**config.mk**
```make
export PLATFORM = sky130hd
export DESIGN_NAME = agu_top
export DESIGN_NICKNAME = d
export VERILOG_FILES = /design/src/agu_pkg.sv /design/src/stage_reg.sv /design/src/agu_ctrl.sv /design/src/bank_mask_gen.sv /design/src/paddr_compose.sv /design/src/fault_check.sv /design/src/agu_csr.sv /design/src/agu_top.sv
export SDC_FILE = /design/constraint.sdc
export NUM_CORES = 1
export LEC_CHECK = 0
export ABC_AREA = 1
export BUFFER_PORTS_ARGS = -buffer_cell sky130_fd_sc_hd__buf_2
export CAP_MARGIN = 20
export CORE_AREA = 5 5 175 177
export DETAILED_ROUTE_END_ITERATION = 16
export DIE_AREA = 0 0 180 182
export PLACE_DENSITY = 0.61
export SKIP_CTS_REPAIR_TIMING = 1
export SLEW_MARGIN = 20
export SYNTH_ARGS = -nofsm -noshare
export SYNTH_HDL_FRONTEND = slang
export SYNTH_SLANG_ARGS = --single-unit
```
**constraint.sdc**
```tcl
create_clock -name clk -period 10.3 [get_ports clk]
set_clock_uncertainty 0.05 [all_clocks]
set_input_delay 1.545 -clock clk [delete_from_list [all_inputs] [get_ports clk]]
set_output_delay 1.545 -clock clk [all_outputs]
set_load 0.1 [all_outputs]
```
**src/agu_pkg.sv**
```systemverilog
/*
 * Shared widths, TLB entry and op payload types for the address stage.
 * Every module refers to these through agu_pkg:: scoped names.
 */

package agu_pkg;

  localparam int unsigned vaddr_w = 44;     // virtual and physical byte address
  localparam int unsigned page_bits = 13;   // 8 KiB pages
  localparam int unsigned row_bits = 7;     // 128-byte rows
  localparam int unsigned paddr_row_w = 36; // address bits 43:8
  localparam int unsigned ppn_w = 31;
  localparam int unsigned vpn_w = vaddr_w - page_bits;
  localparam int unsigned bank_count = 32;  // 4-byte banks
  localparam int unsigned bank_idx_w = 5;
  localparam int unsigned size_code_w = 5;
  localparam int unsigned reg_no_w = 9;
  localparam int unsigned proc_w = 24;
  localparam int unsigned fault_w = 4;

  // CSR number of the process id
  localparam logic [14:0] csr_proc_no = 15'h0c04;

  // next-page fault bits sit fault_next_ofs above the current ones
  localparam int unsigned fault_np_bit = 0;
  localparam int unsigned fault_sys_bit = 1;
  localparam int unsigned fault_next_ofs = 2;

  typedef struct packed {
    logic [ppn_w-1:0] ppn;
    logic             sys;     // supervisor only
    logic             present;
  } tlb_entry_t;

  typedef enum logic [2:0] {
    sz_b1,
    sz_b2,
    sz_b4,
    sz_b8,
    sz_b10,
    sz_b16,
    sz_b20
  } size_class_e;

  // stage 1 payload as accepted
  typedef struct packed {
    logic [vaddr_w-1:0]     vaddr;
    logic [size_code_w-1:0] size_code;
    logic [bank_idx_w-1:0]  bank0;
    logic                   store;
    logic                   split;
    logic [reg_no_w-1:0]    reg_no;
    logic                   kernel;
  } op_t;

  // stage 2 payload toward the cache
  typedef struct packed {
    logic [paddr_row_w-1:0] addr_even;
    logic [paddr_row_w-1:0] addr_odd;
    logic [bank_count-1:0]  banks;
    logic [bank_idx_w-1:0]  bank0;
    logic [size_code_w-1:0] size_code;
    logic                   store;
    logic [reg_no_w-1:0]    reg_no;
    logic [fault_w-1:0]     fault_code;
  } mem_op_t;

endpackage

```
**src/stage_reg.sv**
```systemverilog
/*
 * Payload register for one pipeline stage. Loads on load, holds
 * otherwise; the matching valid bit is kept by the control block.
 */

`timescale 1ns/1ns

module stage_reg #(
  parameter type payload_t = logic
) (
  input  logic     clk,
  input  logic     load,
  input  payload_t d,
  output payload_t q
);

  always_ff @(posedge clk) begin
    if (load)
      q <= d;
  end

endmodule

```
**src/agu_ctrl.sv**
```systemverilog
/*
 * Pipeline control for the two address stages. Holds both valid bits
 * and derives the load enables, op_ready and the TLB miss flag.
 */

`timescale 1ns/1ns

module agu_ctrl (
  input  logic clk,
  input  logic rst,
  input  logic except,
  input  logic mem_stall,
  output logic s1_valid,
  output logic s2_valid,
  input  logic op_valid,
  input  logic tlb_hit,
  input  logic need_next,
  output logic op_ready,
  output logic s1_load,
  output logic s2_load,
  output logic tlb_miss
);

  logic ready_q;  // low for the first cycle out of reset
  logic s2_hold;
  logic s1_adv;

  assign s2_hold = s2_valid & mem_stall;
  assign tlb_miss = s1_valid & ~tlb_hit;

  // stage 1 moves on once translated and stage 2 is not stuck
  assign s1_adv = s1_valid & tlb_hit & ~s2_hold;
  assign s2_load = s1_adv;

  // a page-crossing split op issues alone and the next op waits a cycle
  assign op_ready = ready_q & ~except & ~s2_hold &
                    (~s1_valid | (s1_adv & ~need_next));
  assign s1_load = op_valid & op_ready;

  always_ff @(posedge clk) begin
    if (rst) begin
      ready_q <= 1'b0;
      s1_valid <= 1'b0;
      s2_valid <= 1'b0;
    end else begin
      ready_q <= 1'b1;
      if (except) begin
        s1_valid <= 1'b0;  // flush everything in flight
        s2_valid <= 1'b0;
      end else begin
        if (s1_load)
          s1_valid <= 1'b1;
        else if (s1_adv)
          s1_valid <= 1'b0;
        if (s1_adv)
          s2_valid <= 1'b1;
        else if (!s2_hold)
          s2_valid <= 1'b0;  // consumer took it
      end
    end
  end

endmodule

```
**src/bank_mask_gen.sv**
```systemverilog
/*
 * Bank mask for one access. The size code gives a size class, which with
 * the low address bits sets how many 4-byte banks are touched from bank0.
 */

`timescale 1ns/1ns

module bank_mask_gen (
  input  logic [agu_pkg::size_code_w-1:0] size_code,
  input  logic [1:0]                      addr_low,
  input  logic [agu_pkg::bank_idx_w-1:0]  bank0,
  output logic [agu_pkg::bank_count-1:0]  banks
);

  agu_pkg::size_class_e sz_class;
  logic [2:0]           n_banks;
  logic                 step;
  logic                 step2;

  assign step = |addr_low;   // not bank aligned
  assign step2 = &addr_low;  // last byte of a bank

  always_comb begin
    case (size_code)
      5'd16: sz_class = agu_pkg::sz_b1;
      5'd17: sz_class = agu_pkg::sz_b2;
      5'd18: sz_class = agu_pkg::sz_b4;
      5'd19: sz_class = agu_pkg::sz_b8;
      5'd3: sz_class = agu_pkg::sz_b10;  // long double
      5'd0, 5'd1, 5'd2, 5'd12, 5'd13, 5'd14: sz_class = agu_pkg::sz_b16;
      5'd4, 5'd5, 5'd6: sz_class = agu_pkg::sz_b4;
      5'd8, 5'd9, 5'd10: sz_class = agu_pkg::sz_b8;
      5'd15: sz_class = agu_pkg::sz_b20;  // fill/spill
      default: sz_class = agu_pkg::sz_b8;
    endcase
  end

  always_comb begin
    case (sz_class)
      agu_pkg::sz_b1: n_banks = 3'd1;
      agu_pkg::sz_b2: n_banks = step2 ? 3'd2 : 3'd1;
      agu_pkg::sz_b4: n_banks = step ? 3'd2 : 3'd1;
      agu_pkg::sz_b8: n_banks = step ? 3'd3 : 3'd2;
      agu_pkg::sz_b10: n_banks = step2 ? 3'd4 : 3'd3;
      agu_pkg::sz_b16: n_banks = step ? 3'd5 : 3'd4;
      default: n_banks = 3'd5;
    endcase
  end

  // distance from bank0 wraps modulo 32
  for (genvar i = 0; i < agu_pkg::bank_count; i++) begin : g_bank
    assign banks[i] = 5'(5'(i) - bank0) < n_banks;
  end

endmodule

```
**src/paddr_compose.sv**
```systemverilog
/*
 * Builds the even-row and odd-row physical addresses of an access from the
 * current and next page entries. An access touches its own row and the
 * following one; the following row may sit in the next page.
 */

`timescale 1ns/1ns

module paddr_compose (
  input  logic [agu_pkg::vaddr_w-1:0]     vaddr,
  input  agu_pkg::tlb_entry_t             cur,
  input  agu_pkg::tlb_entry_t             next,
  output logic [agu_pkg::paddr_row_w-1:0] addr_even,
  output logic [agu_pkg::paddr_row_w-1:0] addr_odd,
  output logic                            page_carry
);

  logic [agu_pkg::row_bits-1:0] cur_row;
  logic [agu_pkg::row_bits-1:0] next_row;
  logic [agu_pkg::row_bits-1:0] even_row;
  logic [agu_pkg::row_bits-1:0] odd_row;
  logic [agu_pkg::ppn_w-1:0]    ppn_even;
  logic [agu_pkg::ppn_w-1:0]    ppn_odd;
  logic                         odd_start;

  assign cur_row = vaddr[agu_pkg::page_bits:agu_pkg::row_bits];  // bits 13:7
  assign next_row = cur_row + 1'b1;

  // the row index inside the page ends at bit 12, so a carry into bit 13
  // means the next row is in the next page
  assign page_carry = next_row[agu_pkg::row_bits-1] ^ cur_row[agu_pkg::row_bits-1];

  assign odd_start = vaddr[agu_pkg::row_bits];
  assign even_row = odd_start ? next_row : cur_row;
  assign odd_row = odd_start ? cur_row : next_row;

  // only the side holding the next row can cross
  assign ppn_even = (odd_start & page_carry) ? next.ppn : cur.ppn;
  assign ppn_odd = (~odd_start & page_carry) ? next.ppn : cur.ppn;

  assign addr_even = {ppn_even, even_row[agu_pkg::row_bits-2:1]};
  assign addr_odd = {ppn_odd, odd_row[agu_pkg::row_bits-2:1]};

endmodule

```
**src/fault_check.sv**
```systemverilog
/*
 * Page permission checks for the current page and, for a split access
 * that crosses, the next page. Produces the 4-bit fault code.
 */

`timescale 1ns/1ns

module fault_check (
  input  logic                        kernel,
  input  logic                        split,
  input  logic                        page_carry,
  input  logic                        tlb_hit,
  input  agu_pkg::tlb_entry_t         cur,
  input  agu_pkg::tlb_entry_t         next,
  output logic [agu_pkg::fault_w-1:0] fault_code
);

  logic use_next;

  assign use_next = split & page_carry;

  always_comb begin
    fault_code = '0;
    if (tlb_hit) begin
      fault_code[agu_pkg::fault_np_bit] = ~cur.present;
      fault_code[agu_pkg::fault_sys_bit] = cur.sys & ~kernel;  // user on sys page
      fault_code[agu_pkg::fault_np_bit + agu_pkg::fault_next_ofs] =
        use_next & ~next.present;
      fault_code[agu_pkg::fault_sys_bit + agu_pkg::fault_next_ofs] =
        use_next & next.sys & ~kernel;
    end
  end

endmodule

```
**src/agu_csr.sv**
```systemverilog
/*
 * Process-id CSR. A one-cycle write strobe to csr_proc_no loads the id
 * from the top bits of the write data; it tags every TLB lookup.
 */

`timescale 1ns/1ns

module agu_csr (
  input  logic                       clk,
  input  logic                       rst,
  input  logic                       csr_en,
  input  logic [14:0]                csr_no,
  input  logic [63:0]                csr_data,
  output logic [agu_pkg::proc_w-1:0] proc_id
);

  always_ff @(posedge clk) begin
    if (rst)
      proc_id <= '0;
    else if (csr_en && csr_no == agu_pkg::csr_proc_no)
      proc_id <= csr_data[63 -: agu_pkg::proc_w];  // id in bits 63:40
  end

endmodule

```
**src/agu_top.sv**
```systemverilog
/*
 * Address stage of the load/store unit. Ops enter on a ready/valid port,
 * are translated in stage 1 against an external TLB and leave stage 2
 * with bank mask, even/odd row addresses and fault code.
 */

`timescale 1ns/1ns

module agu_top (
  input  logic                                           clk,
  input  logic                                           rst,
  input  logic                                           except,
  input  logic                                           op_valid,
  output logic                                           op_ready,
  input  logic [agu_pkg::vaddr_w-1:0]                    op_vaddr,
  input  logic [agu_pkg::size_code_w-1:0]                op_size_code,
  input  logic [agu_pkg::bank_idx_w-1:0]                 op_bank0,
  input  logic                                           op_store,
  input  logic                                           op_split,
  input  logic [agu_pkg::reg_no_w-1:0]                   op_reg_no,
  input  logic                                           op_kernel,
  output logic [agu_pkg::proc_w+agu_pkg::vpn_w-1:0]      tlb_vpn,
  output logic [agu_pkg::proc_w+agu_pkg::vpn_w-1:0]      tlb_vpn_next,
  input  logic                                           tlb_hit,
  input  agu_pkg::tlb_entry_t                            tlb_data,
  input  agu_pkg::tlb_entry_t                            tlb_data_next,
  input  logic                                           csr_en,
  input  logic [14:0]                                    csr_no,
  input  logic [63:0]                                    csr_data,
  output logic                                           mem_valid,
  input  logic                                           mem_stall,
  output logic [agu_pkg::paddr_row_w-1:0]                mem_addr_even,
  output logic [agu_pkg::paddr_row_w-1:0]                mem_addr_odd,
  output logic [agu_pkg::bank_count-1:0]                 mem_banks,
  output logic [agu_pkg::bank_idx_w-1:0]                 mem_bank0,
  output logic [agu_pkg::size_code_w-1:0]                mem_size_code,
  output logic                                           mem_store,
  output logic [agu_pkg::reg_no_w-1:0]                   mem_reg_no,
  output logic [agu_pkg::fault_w-1:0]                    mem_fault_code,
  output logic                                           page_fault,
  output logic                                           tlb_miss
);

  agu_pkg::op_t                         s1_d, s1_q;
  agu_pkg::mem_op_t                     s2_d, s2_q;
  logic                                 s1_valid, s2_valid;
  logic                                 s1_load, s2_load;
  logic                                 page_carry, need_next;
  logic [agu_pkg::proc_w-1:0]           proc_id;
  logic [agu_pkg::vpn_w-1:0]            vpn;
  logic [agu_pkg::bank_count-1:0]       banks;
  logic [agu_pkg::paddr_row_w-1:0]      addr_even, addr_odd;
  logic [agu_pkg::fault_w-1:0]          fault_code;

  assign s1_d = '{vaddr: op_vaddr, size_code: op_size_code, bank0: op_bank0,
                  store: op_store, split: op_split, reg_no: op_reg_no,
                  kernel: op_kernel};

  // both pages are looked up under the current process id
  assign vpn = s1_q.vaddr[agu_pkg::vaddr_w-1:agu_pkg::page_bits];
  assign tlb_vpn = {proc_id, vpn};
  assign tlb_vpn_next = {proc_id, vpn + 1'b1};
  assign need_next = s1_q.split & page_carry;

  assign s2_d = '{addr_even: addr_even, addr_odd: addr_odd, banks: banks,
                  bank0: s1_q.bank0, size_code: s1_q.size_code,
                  store: s1_q.store, reg_no: s1_q.reg_no, fault_code: fault_code};

  agu_ctrl u_ctrl (
    .clk       (clk),
    .rst       (rst),
    .except    (except),
    .mem_stall (mem_stall),
    .s1_valid  (s1_valid),
    .s2_valid  (s2_valid),
    .op_valid  (op_valid),
    .tlb_hit   (tlb_hit),
    .need_next (need_next),
    .op_ready  (op_ready),
    .s1_load   (s1_load),
    .s2_load   (s2_load),
    .tlb_miss  (tlb_miss)
  );

  stage_reg #(.payload_t(agu_pkg::op_t)) u_s1 (
    .clk  (clk),
    .load (s1_load),
    .d    (s1_d),
    .q    (s1_q)
  );

  bank_mask_gen u_banks (
    .size_code (s1_q.size_code),
    .addr_low  (s1_q.vaddr[1:0]),
    .bank0     (s1_q.bank0),
    .banks     (banks)
  );

  paddr_compose u_paddr (
    .vaddr      (s1_q.vaddr),
    .cur        (tlb_data),
    .next       (tlb_data_next),
    .addr_even  (addr_even),
    .addr_odd   (addr_odd),
    .page_carry (page_carry)
  );

  fault_check u_fault (
    .kernel     (s1_q.kernel),
    .split      (s1_q.split),
    .page_carry (page_carry),
    .tlb_hit    (tlb_hit),
    .cur        (tlb_data),
    .next       (tlb_data_next),
    .fault_code (fault_code)
  );

  stage_reg #(.payload_t(agu_pkg::mem_op_t)) u_s2 (
    .clk  (clk),
    .load (s2_load),
    .d    (s2_d),
    .q    (s2_q)
  );

  agu_csr u_csr (
    .clk      (clk),
    .rst      (rst),
    .csr_en   (csr_en),
    .csr_no   (csr_no),
    .csr_data (csr_data),
    .proc_id  (proc_id)
  );

  assign mem_valid = s2_valid;
  assign mem_addr_even = s2_q.addr_even;
  assign mem_addr_odd = s2_q.addr_odd;
  assign mem_banks = s2_q.banks;
  assign mem_bank0 = s2_q.bank0;
  assign mem_size_code = s2_q.size_code;
  assign mem_store = s2_q.store;
  assign mem_reg_no = s2_q.reg_no;
  assign mem_fault_code = s2_q.fault_code;
  assign page_fault = s2_valid & (|s2_q.fault_code);

endmodule

```
======== After elaboration in Yosys (flattened, before gate mapping) ========
Memory sizes are Yosys's and may differ from the RTL's. A register that Yosys moved wholly into a read port is not among the register bits.
Index checks and enable logic that the tools add are counted.
storage, ports and cells
  flip-flop bits (word level) ............. 221
  bits in read-only memories .............. 96
  input bits .............................. 218
  memories ................................ 1
memory list
  memory            depth  width  read ports  clocked after Yosys merged registers in  write ports  RTL line             RTL
  (name not given)  32     3      1           1                                        0            bank_mask_gen.sv:24  case (size_code)
operators by class
  add/sub/neg operators ................... 34
  magnitude comparators ................... 32
  equal/unequal tests ..................... 7
  multiplexer cells ....................... 16
  bitwise gates (word level) .............. 28
  reductions and logical operators ........ 7
operators by type and width
  cell                                              number
  less-than comparator 5 x 3 -> 1 bit               32
  subtractor 5 bit (first input constant)           16
  two-way mux 31 bit                                2
  subtractor 4 x 5 -> 5 bit (first input constant)  8
  adder 31 x 1 -> 31 bit (second input constant)    1
  subtractor 3 x 5 -> 5 bit (first input constant)  4
  one-hot mux 3 bit (6 select lines)                1
  AND 1 bit                                         17
  == test 15 x 12 -> 1 bit (second input constant)  1
  two-way mux 6 bit                                 2
  subtractor 1 x 5 -> 5 bit (first input constant)  2
  subtractor 2 x 5 -> 5 bit (first input constant)  2
  inverter 1 bit                                    9
  adder 7 x 1 -> 7 bit (second input constant)      1
  two-way mux 1 bit                                 7
  == test 3 x 2 -> 1 bit (second input constant)    2
  == test 3 bit (second input constant)             2
  two-way mux 5 bit                                 1
  two-way mux 2 bit                                 2
  OR reduction 2 bit                                2
  OR reduction 4 bit                                1
  == test 3 x 1 -> 1 bit (second input constant)    1
  zero test 3 bit                                   1
  two-way mux 3 bit                                 1
  other kinds (6)                                   6

======== Longest topological paths before layout ========
Gate-level depths: netlist of run 1.
  depth in word-level cells ............... 9
  gate-level depth with buffers ........... 13
  mapped depth without buffers ............ 12

======== Cells and area by module ========
From an unflattened synthesis of run 1, not the netlist that was laid out.
unflattened totals
  cells, all modules ...................... 1121
  area, all modules ....................... 11010.6 um2
by module, submodules not included
  module            times used  cells each  area each (um2)  sequential area each (um2)
  stage_reg (u_s2)  1           128         3843.7           3843.7
  stage_reg (u_s1)  1           66          1981.9           1981.9
  bank_mask_gen     1           256         1448.9           0.0
  agu_csr           1           186         1248.7           480.5
  paddr_compose     1           244         1213.7           0.0
  agu_top           1           208         1084.8           0.0
  agu_ctrl          1           23          148.9            60.1
  fault_check       1           10          40.0             0.0

======== Worst setup path after synthesis of run 1 ========
No wires, ideal clock.
  path type ............................... input to register
  start ................................... input port tlb_hit
  end ..................................... register u_s2.q[0] (netlist name), enable pin
  library setup time ...................... 0.658 ns
  arrival time ............................ 7.797 ns
  data required time ...................... 9.592 ns
  path slack .............................. 1.795 ns
  stages .................................. 2
  path buffers ............................ 0
  path through ............................ nand2_1 > a21oi_1
between the ends
  cells in the longest elaborated chain, start to end .. 2
ends and longest elaborated chain
  item                     RTL line         RTL
  from (decl)              agu_top.sv:24    input logic tlb_hit,
  AND 1 bit (2 in series)  agu_ctrl.sv:32   assign s1_adv = s1_valid & tlb_hit & ~s2_hold;
  named net s2_load        agu_top.sv:47    logic s1_load, s2_load;
  to (signal assigned)     stage_reg.sv:19  q <= d;
  to (decl)                stage_reg.sv:14  output payload_t q
The timed path passes the listed nets, and every way through them passes these cells.
A chain may end at the register's enable or synchronous reset.

======== Final worst setup path of run 1 ========
  start ................................... register u_s1.q[35] (netlist name)
  end ..................................... output port tlb_vpn_next[20] (netlist name)
between the ends
  cells in the longest elaborated chain, start to end .. 1
ends and longest elaborated chain
  item                    RTL line         RTL
  from (decl)             stage_reg.sv:14
  from (signal assigned)  stage_reg.sv:19
  adder 31 x 1 -> 31 bit  agu_top.sv:62    assign tlb_vpn_next = {proc_id, vpn + 1'b1};
  to (decl)               agu_top.sv:23    output logic [agu_pkg::proc_w+agu_pkg::vpn_w-1:0] tlb_vpn_next,
No other way between the ends.

==> results.sh, run 1 <==
export IMPL_utilization=0.457
export IMPL_drc=0
export IMPL_coreArea_um2=29100
export IMPL_start_util=0.353
export IMPL_viasPerCell=4.50
export IMPL_start_kind="flip-flop"
export IMPL_final_cell_mix="buf_2, edfxtp_1, nand2_1"
export IMPL_area_delta_synth_final_pct=29.5
export IMPL_htreeDepth=1
export IMPL_hp_class="flip-flop to flip-flop"
export IMPL_place_area_um2=12400
export IMPL_cp_top_family="simple AND/OR/NAND/NOR gates"
export IMPL_slew_violations=0
export IMPL_fin_crit_sh=0.425
export IMPL_finalInstanceArea_um2=13300
export IMPL_fin_crit_ns=4.38
export IMPL_ys_seq_area_frac=0.611
export IMPL_tns_ns=0
export IMPL_grt_ovfl_total=0
export IMPL_p_leak_uw=0.00603
export IMPL_synth_enable_flop_cells=189
export IMPL_fillerInstances=2769
export IMPL_clock_sinks=219
export IMPL_hpwl_um=21100
export IMPL_ant_nets=0
export IMPL_crit_path_max_fanout=4
export IMPL_path_clk_slew_ns=0.06
export IMPL_dieHeight_um=182
export IMPL_rsz0062_at_grt="false"
export IMPL_ys_types=40
export IMPL_fp_dieW_um=180
export IMPL_worstMarginPinSlew_ns=0.679
export IMPL_worst_setup_path_type="flip-flop to output port"
export IMPL_powerDensity_nw_per_um2=162
export IMPL_timing_fmax_mhz=228
export IMPL_final_common_cell="buf_2"
export IMPL_crit_arrival_ns=2.78
export IMPL_hold_violations=0
export IMPL_insertion_delay_ns=0.52
export IMPL_register_area_um2=6280
export IMPL_vias=7727
export IMPL_drive_gt1_frac=0.375
export IMPL_clock_path_buffers=3
export IMPL_antenna_found_initial=4
export IMPL_crit_buf_inv=1
export IMPL_syn_num_nets=1188
export IMPL_setup_violations=0
export IMPL_ys_async_sr_fraction=0
export IMPL_dp_cells=1673
export IMPL_status="completed"
export IMPL_initialDrtViolationCount=292
export IMPL_diodes=0
export IMPL_synth_warnings=0
export IMPL_die_area_um2=32800
export IMPL_fin_cells=1718
export IMPL_fin_nets=1555
export IMPL_max_cap_violations=0
export IMPL_cts_buffers=25
export IMPL_ir_drop_v=0.000119
export IMPL_grt_max_degree=63
export IMPL_drt_pass1_iter_count=5
export IMPL_synth_area_um2=10300
export IMPL_multi_input_area_um2=3070
export IMPL_grt_usage=0.157
export IMPL_worstPathCellList="ha_1, nand3_1, nor3_4, nand4_2, nor4_1, xor2_1, buf_2"
export IMPL_cts_tree="yes"
export IMPL_netlist_instances=943
export IMPL_routed_wl_um=27200
export IMPL_globalplace_congestion=0.836
export IMPL_cpMaxStageDelayCell="buf_2"
export IMPL_wl_per_cell_um=15.8
export IMPL_syn_area_per_cell_um2=10.9
export IMPL_portBuffers=414
export IMPL_cts_root_buf="clkbuf_16"
export IMPL_ys_flop_type="edfxtp_1"
export IMPL_end_kind="output port"
export IMPL_slew_headroom=0.547
export IMPL_first_global_vias=7674
export IMPL_grt_pass1_wl_um=41600
export IMPL_ys_ff_latch=219
export IMPL_critPathRequiredTime_ns=8.71
export IMPL_slowest_delay_ns=0.44
export IMPL_rows=63
export IMPL_io_pins=460
metal layers:
metal | track usage | share of wire | vias up
li1 | - | - | 3886
met1 | 0.183 | 0.39 | 3521
met2 | 0.277 | 0.50 | 263
met3 | 0.0555 | 0.086 | 49
met4 | 0.0396 | 0.021 | 8
met5 | 0 | 0.0020 | -
final cells by class:
class | count | area share
Clock buffer | 31 | 0.0518
Timing Repair Buffer | 421 | 0.161
Inverter | 116 | 0.0327
Clock inverter | 14 | 0.0154
Sequential cell | 219 | 0.472
Multi-Input combinational cell | 527 | 0.230
Tap cell | 390 | 0.0367
synthesized netlist by cell type (2+ instances only):
cell | instances | area share
a21o_1 | 4 | 0.0029
xor2_1 | 31 | 0.026
dfxtp_1 | 30 | 0.058
nor2_1 | 70 | 0.026
nand3_2 | 4 | 0.0039
o21ai_0 | 81 | 0.039
inv_2 | 3 | 0.0011
nand2_2 | 4 | 0.0024
clkbuf_1 | 17 | 0.0062
nor2_4 | 6 | 0.0066
a21oi_1 | 11 | 0.0054
xnor2_1 | 16 | 0.014
nand2_1 | 158 | 0.058
nor3_1 | 13 | 0.0063
ha_1 | 27 | 0.033
nand4_1 | 9 | 0.0055
edfxtp_1 | 189 | 0.55
nor4_1 | 5 | 0.0030
buf_4 | 55 | 0.040
buf_2 | 8 | 0.0039
nand3_1 | 19 | 0.0093
inv_1 | 113 | 0.041
and3_1 | 2 | 0.0012
or2_2 | 8 | 0.0049
a211oi_1 | 41 | 0.030
nand3b_1 | 5 | 0.0037
cell families (layout without fill, tap and decap cells):
kind of cell    count (synthesis)  after routing  synth area share
simple gates                  311            311             0.141
flops                         219            219             0.611
buf+inv                       197            582            0.0938
compound gates                142            142            0.0816
xor+xnor                       47             47            0.0401
fa+ha+maj                      27             27            0.0329
path summary, 6_finish.rpt:
kind / cells past startpoint / startpoint / end / slack [ns]
hold / removal: 0 / u_s1.q[7] / u_s2.q[10] / 0.36
setup reg to reg: 12 / u_s1.q[29] / u_banks.sz_class[1] / 7.28
hold reg to reg: 0 / u_s1.q[7] / u_s2.q[10] / 0.36
setup / recovery: 7 / u_s1.q[35] / tlb_vpn_next[20] / 5.92
where the power goes:
part | leakage [uW] | switching (uW) | total [uW] | internal (uW)
clock | 0.000431 | 354 | 954 | 600
combinational | 0.00366 | 158 | 219 | 60.7
sequential | 0.00193 | 9.87 | 987 | 977
total | 0.00603 | 522 | 2160 | 1640
flip-flops by register name, indices dropped and copies added, names as in the netlist:
name              count
u_csr.proc_id        24
u_s1.q               61
u_s2.q              128
u_ctrl.ready_q        1
u_ctrl.s1_valid       1
u_ctrl.s2_valid       1
u_banks.sz_class      3
worst reg2reg max path: stages, from the launching register on:
cell and delay, ns:
edfxtp_1 0.51, ha_1 0.30, nand2_2 0.10, nor2_4 0.07, nand4_4 0.12, nand3_4 0.20, inv_2 0.57, buf_4 0.54
or2_1 0.22, o21ai_2 0.07, inv_2 0.06, o21ai_0 0.08, nand2_1 0.07
through the flow:
step | power, uW | hold slack, ns | setup slack, ns
floorplan | 1160 | 0.350 | 1.80
global placement | 1220 | 0.351 | 6.01
detailed placement | 1230 | 0.355 | 6.01
CTS | 2190 | 0.350 | 5.90
global route | 2250 | 0.364 | 5.69
finish | 2160 | 0.356 | 5.92
No activity file was read; power rests on OpenSTA's default activity.
==> run 2, diff against run 1 <==
--- a/config.mk
+++ b/config.mk
@@ -11,7 +11,7 @@
 export CORE_AREA = 5 5 175 177
 export DETAILED_ROUTE_END_ITERATION = 16
 export DIE_AREA = 0 0 180 182
-export PLACE_DENSITY = 0.61
+export PLACE_DENSITY = 0.64
 export SKIP_CTS_REPAIR_TIMING = 1
 export SLEW_MARGIN = 20
 export SYNTH_ARGS = -nofsm -noshare
==> constraint.sdc (replaced) <==
create_clock -name clk -period 3.55 [get_ports clk]
set_clock_uncertainty 0.05 [all_clocks]
set_input_delay 0.5325 -clock clk [delete_from_list [all_inputs] [get_ports clk]]
set_output_delay 0.5325 -clock clk [all_outputs]
set_load 0.1 [all_outputs]
==> results.sh, run 2 (synthesis gave the netlist of run 1 again) <==
export IMPL_initialDrtViolationCount=327
export IMPL_antenna_found_initial=4
export IMPL_worstReg2RegEnd="u_s2.q[89]"
export IMPL_fin_cells=1725
export IMPL_cts_root_buf="clkbuf_16"
export IMPL_powerDensity_nw_per_um2=456
export IMPL_max_cap_violations=0
export IMPL_crit_start="u_s1.q[35]"
export IMPL_htreeDepth=1
export IMPL_cts_buffers=26
export IMPL_viasPerCell=4.48
export IMPL_drc=0
export IMPL_grt_usage=0.155
export IMPL_finalInstanceArea_um2=13300
export IMPL_fillerInstances=2778
export IMPL_final_common_cell="buf_2"
export IMPL_setup_violations=0
export IMPL_hold_start="op_vaddr[11]"
export IMPL_slew_headroom=0.499
export IMPL_insertion_delay_ns=0.52
export IMPL_path_clk_slew_ns=0.06
export IMPL_first_global_vias=7822
export IMPL_worst_setup_path_type="flip-flop to output port"
export IMPL_drt_pass1_iter_count=6
export IMPL_grt_ovfl_total=0
export IMPL_clock_sinks=219
export IMPL_reg2reg_from="u_s1.q[29]"
export IMPL_fin_crit_ns=3.30
export IMPL_grt_max_degree=94
export IMPL_hold_violations=0
export IMPL_fp_dieW_um=180
export IMPL_place_area_um2=12400
export IMPL_timing_fmax_mhz=303
export IMPL_end_kind="output port"
export IMPL_vias=7733
export IMPL_coreArea_um2=29100
export IMPL_crit_path_end="tlb_vpn_next[24]"
export IMPL_slew_violations=0
export IMPL_area_delta_synth_final_pct=29.1
export IMPL_portBuffers=414
export IMPL_cp_depth=7
export IMPL_die_area_um2=32800
export IMPL_reg2regPathDepth=7
export IMPL_slowest_delay_ns=0.46
export IMPL_crit_arrival_ns=2.72
export IMPL_final_cell_mix="buf_2, edfxtp_1, nand2_1"
export IMPL_tns_ns=0
export IMPL_cpMaxStageDelayCell="buf_2"
export IMPL_hp_class="input port to flip-flop"
export IMPL_fin_hold_ws_ns=0.133
export IMPL_grt_pass1_wl_um=41300
export IMPL_crit_buf_inv=1
export IMPL_cp_top_family="simple AND/OR/NAND/NOR gates"
export IMPL_status="completed"
export IMPL_wl_per_cell_um=15.4
export IMPL_largest_register="u_s2.q"
export IMPL_cts_tree="yes"
export IMPL_critPathRequiredTime_ns=2.97
export IMPL_worstMarginPinSlew_ns=0.750
export IMPL_start_kind="flip-flop"
export IMPL_fin_crit_sh=0.930
export IMPL_utilization=0.456
export IMPL_ir_drop_v=0.000348
export IMPL_rsz0062_at_grt="false"
export IMPL_hpwl_um=20800
export IMPL_fin_nets=1558
export IMPL_rows=63
export IMPL_dieHeight_um=182
export IMPL_drive_gt1_frac=0.372
export IMPL_r2r_slack_ns=1.03
export IMPL_p_leak_uw=0.00601
export IMPL_worstPathCellList="ha_1, nand3_1, nor3_4, nand4_2, nor4_1, xor2_1, buf_2"
export IMPL_largest_register_ffs=128
export IMPL_dp_cells=1675
export IMPL_io_pins=460
export IMPL_clock_path_buffers=3
export IMPL_globalplace_congestion=0.848
export IMPL_crit_path_max_fanout=4
export IMPL_reg_top3="u_s2.q x128, u_s1.q x61, u_csr.proc_id x24"
export IMPL_ant_nets=0
export IMPL_start_util=0.353
export IMPL_routed_wl_um=26600
run 2: cell count changes in the layout (fill, tap and decap cells not counted), sizes merged:
cell and delta:
diode +2, bufinv -3, clkinvlp -2, clkinv +9, inv -1, buf +2
run 2: stage by stage:
stage / total power [uW] / setup slack (ns)
finish: 6040 / 0.250
global route: 6310 / 0.0120
CTS: 6130 / 0.198
detailed placement: 3560 / 0.767
global placement: 3540 / 0.805
floorplan: 3380 / 0.107
run 2: final cells by class:
cell class / count / area (um2) / area share
diodes: 2 / 5.00 / 0.000377
well taps: 390 / 488 / 0.0368
flip-flops and latches: 219 / 6280 / 0.473
multi-input cells: 527 / 3070 / 0.231
clock inverters: 17 / 135 / 0.0102
repair buffers: 423 / 2160 / 0.163
clock buffers: 31 / 691 / 0.0521
inverters: 116 / 435 / 0.0328
run 2: worst register-to-register path: stages (launching register included):
cell and delay (ns):
edfxtp_1 0.49, ha_1 0.27, nand2_2 0.08, nor2_4 0.18, nand3_2 0.61, buf_4 0.43, nand2_1 0.06, o21ai_0 0.08
run 2: routing by layer:
| layer | up-vias | wire length [um] | GRT usage | part of all wire |
|---|---|---|---|---|
| li1 | 3890 | - | - | - |
| met1 | 3516 | 10400 | 0.182 | 0.39 |
| met2 | 267 | 13100 | 0.268 | 0.49 |
| met3 | 54 | 2400 | 0.0571 | 0.090 |
| met4 | 6 | 661 | 0.0451 | 0.025 |
| met5 | - | 41 | 0 | 0.0015 |
run 2: how the worst min path moves through the flow:
stage                     cells after the start          to  slack, ns
after floorplan                               0  u_s2.q[10]       0.35
after global placement                        0   u_s2.q[7]       0.35
after detailed placement                      0  u_s2.q[10]       0.35
after CTS                                     1  u_s1.q[33]       0.10
after global routing                          1  u_s1.q[38]       0.11
final                                         1  u_s1.q[33]       0.13
run 2: report_power, final:
group	leakage, uW	switching, uW	total [uW]	internal (uW)
logic	0.00367	457	635	178
registers	0.00193	29.0	2860	2840
clock network	0.000402	1020	2540	1530
==> run 3, diff against run 2 <==
--- a/config.mk
+++ b/config.mk
@@ -5,13 +5,13 @@
 export SDC_FILE = /design/constraint.sdc
 export NUM_CORES = 1
 export LEC_CHECK = 0
-export ABC_AREA = 1
 export BUFFER_PORTS_ARGS = -buffer_cell sky130_fd_sc_hd__buf_2
 export CAP_MARGIN = 20
-export CORE_AREA = 5 5 175 177
+export CORE_AREA = 5 5 177 179
 export DETAILED_ROUTE_END_ITERATION = 16
-export DIE_AREA = 0 0 180 182
-export PLACE_DENSITY = 0.64
+export DIE_AREA = 0 0 182 184
+export PLACE_DENSITY = 0.61
+export SETUP_SLACK_MARGIN = 0.3
 export SKIP_CTS_REPAIR_TIMING = 1
 export SLEW_MARGIN = 20
 export SYNTH_ARGS = -nofsm -noshare
==> results.sh, run 3 <==
export IMPL_fin_crit_ns=3.23
export IMPL_fillerInstances=2707
export IMPL_synth_warnings=0
export IMPL_setup_violations=0
export IMPL_dieHeight_um=184
export IMPL_viasPerCell=4.53
export IMPL_fp_dieW_um=182
export IMPL_reg_top3="u_s2.q x128, u_s1.q x61, u_csr.proc_id x24"
export IMPL_wl_per_cell_um=17.8
export IMPL_syn_area_per_cell_um2=14.1
export IMPL_globalplace_congestion=0.829
export IMPL_hpwl_um=20700
export IMPL_coreArea_um2=29400
export IMPL_ys_seq_area_frac=0.636
export IMPL_rows=63
export IMPL_powerDensity_nw_per_um2=444
export IMPL_ys_types=49
export IMPL_worst_setup_path_type="flip-flop to output port"
export IMPL_netlist_instances=699
export IMPL_ir_drop_v=0.000317
export IMPL_slew_violations=0
export IMPL_largest_register_ffs=128
export IMPL_hold_violations=0
export IMPL_utilization=0.450
export IMPL_drc=0
export IMPL_fin_nets=1340
export IMPL_syn_num_nets=944
export IMPL_cts_root_buf="clkbuf_16"
export IMPL_tns_ns=0
export IMPL_reg2regPathDepth=7
export IMPL_yosys_area_top_type="edfxtp_1"
export IMPL_area_delta_synth_final_pct=34.2
export IMPL_rsz0062_at_grt="true"
export IMPL_grt_pass1_wl_um=39800
export IMPL_ant_nets=0
export IMPL_synth_common_cells="edfxtp_1, mux2_2, buf_4, nor2_1, xnor2_1"
export IMPL_yosysTopAreaCellShare=0.575
export IMPL_cts_buffers=25
export IMPL_vias=6801
export IMPL_start_util=0.335
export IMPL_fin_crit_sh=0.909
export IMPL_first_global_vias=6861
export IMPL_final_common_cell="buf_2"
export IMPL_cts_tree="yes"
export IMPL_htreeDepth=1
export IMPL_die_area_um2=33500
export IMPL_whs_path_depth=1
export IMPL_p_leak_uw=0.00562
export IMPL_ys_ff_latch=219
export IMPL_crit_arrival_ns=2.65
export IMPL_drive_gt1_frac=0.521
export IMPL_ys_flop_type="edfxtp_1"
export IMPL_synth_most_common_cell="edfxtp_1"
export IMPL_grt_usage=0.149
export IMPL_drt_pass1_iter_count=4
export IMPL_end_kind="output port"
export IMPL_synthTopCellsByArea="edfxtp_1, mux2_2, dfxtp_1"
export IMPL_synth_area_um2=9860
export IMPL_synth_enable_flop_cells=189
export IMPL_status="completed"
export IMPL_register_area_um2=6280
export IMPL_portBuffers=414
export IMPL_antenna_found_initial=1
export IMPL_crit_path_max_fanout=4
export IMPL_final_cell_mix="buf_2, edfxtp_1, mux2_2"
export IMPL_multi_input_area_um2=3250
export IMPL_ys_async_sr_fraction=0
export IMPL_grt_ovfl_total=0
export IMPL_timing_fmax_mhz=310
export IMPL_slew_headroom=0.378
export IMPL_clock_path_buffers=3
export IMPL_start_kind="flip-flop"
export IMPL_total_power_uw=5870
export IMPL_hp_class="input port to flip-flop"
export IMPL_worstMarginPinSlew_ns=0.933
export IMPL_initialDrtViolationCount=240
export IMPL_max_cap_violations=0
export IMPL_routed_wl_um=26800
export IMPL_grt_max_degree=69
export IMPL_io_pins=460
export IMPL_clock_sinks=219
export IMPL_largest_register="u_s2.q"
export IMPL_insertion_delay_ns=0.51
export IMPL_path_clk_slew_ns=0.06
export IMPL_critPathRequiredTime_ns=2.97
==> run 3: cell type report <==
type                       instances  share of cell area
clock inverter                    14             0.00879
antenna                            1            0.000189
tap                              390              0.0369
multi-input combinational        389               0.246
timing repair buffer             443               0.181
sequential                       219               0.474
clock buffer                      29              0.0484
inverter                          17             0.00482
==> run 3: critical path, cell delays in order (launching register included) <==
cell      delay, ns
edfxtp_1       0.42
and4_4         0.27
nand4_1        0.15
or4_4          0.55
nor2_4         0.20
nand3_1        0.15
xnor2_2        0.18
buf_8          0.22
==> run 3: path summary, 6_finish.rpt <==
check	startpoint	end	slack, ns
setup reg to reg	u_s1.q[30]	u_banks.sz_class[0]	0.70
setup / recovery	u_s1.q[50]	tlb_vpn_next[27]	0.32
hold reg to reg	u_s1.q[9]	u_s2.q[12]	0.37
hold / removal	op_vaddr[10]	u_s1.q[32]	0.14
==> run 3: kinds of logic after synthesis <==
family | share of synthesized area
and+or+nand+nor | 0.100
muxes | 0.104
AOI/OAI and AO/OA | 0.0174
adders and majority gates | 0.0343
buffers and inverters | 0.0563
DFF | 0.636
xor gates and xnor gates | 0.0515
==> run 3: per-stage QoR <==
stage          cell area, um2  cells  hold slack, ns  worst slack, ns
2_1_floorplan           10000    699           0.350            0.220
3_3_place_gp            12200   1444           0.352            0.486
3_5_place_dp            12200   1444           0.357            0.412
4_1_cts                 13000   1487           0.104           -0.140
5_1_grt                 13200   1502           0.103            0.148
6_report                13200   1502           0.141            0.322
==> run 3: metal layers <==
metal,part of all wire,track usage
met4,0.022,0.0402
met3,0.077,0.0382
met1,0.40,0.184
met2,0.50,0.262
met5,0,0
==> run 3: power breakdown <==
group          switching (uW)  internal, uW  total [uW]
combinational             408           199         608
sequential               28.0          2830        2860
clock                     981          1420        2400
total                    1420          4460        5870
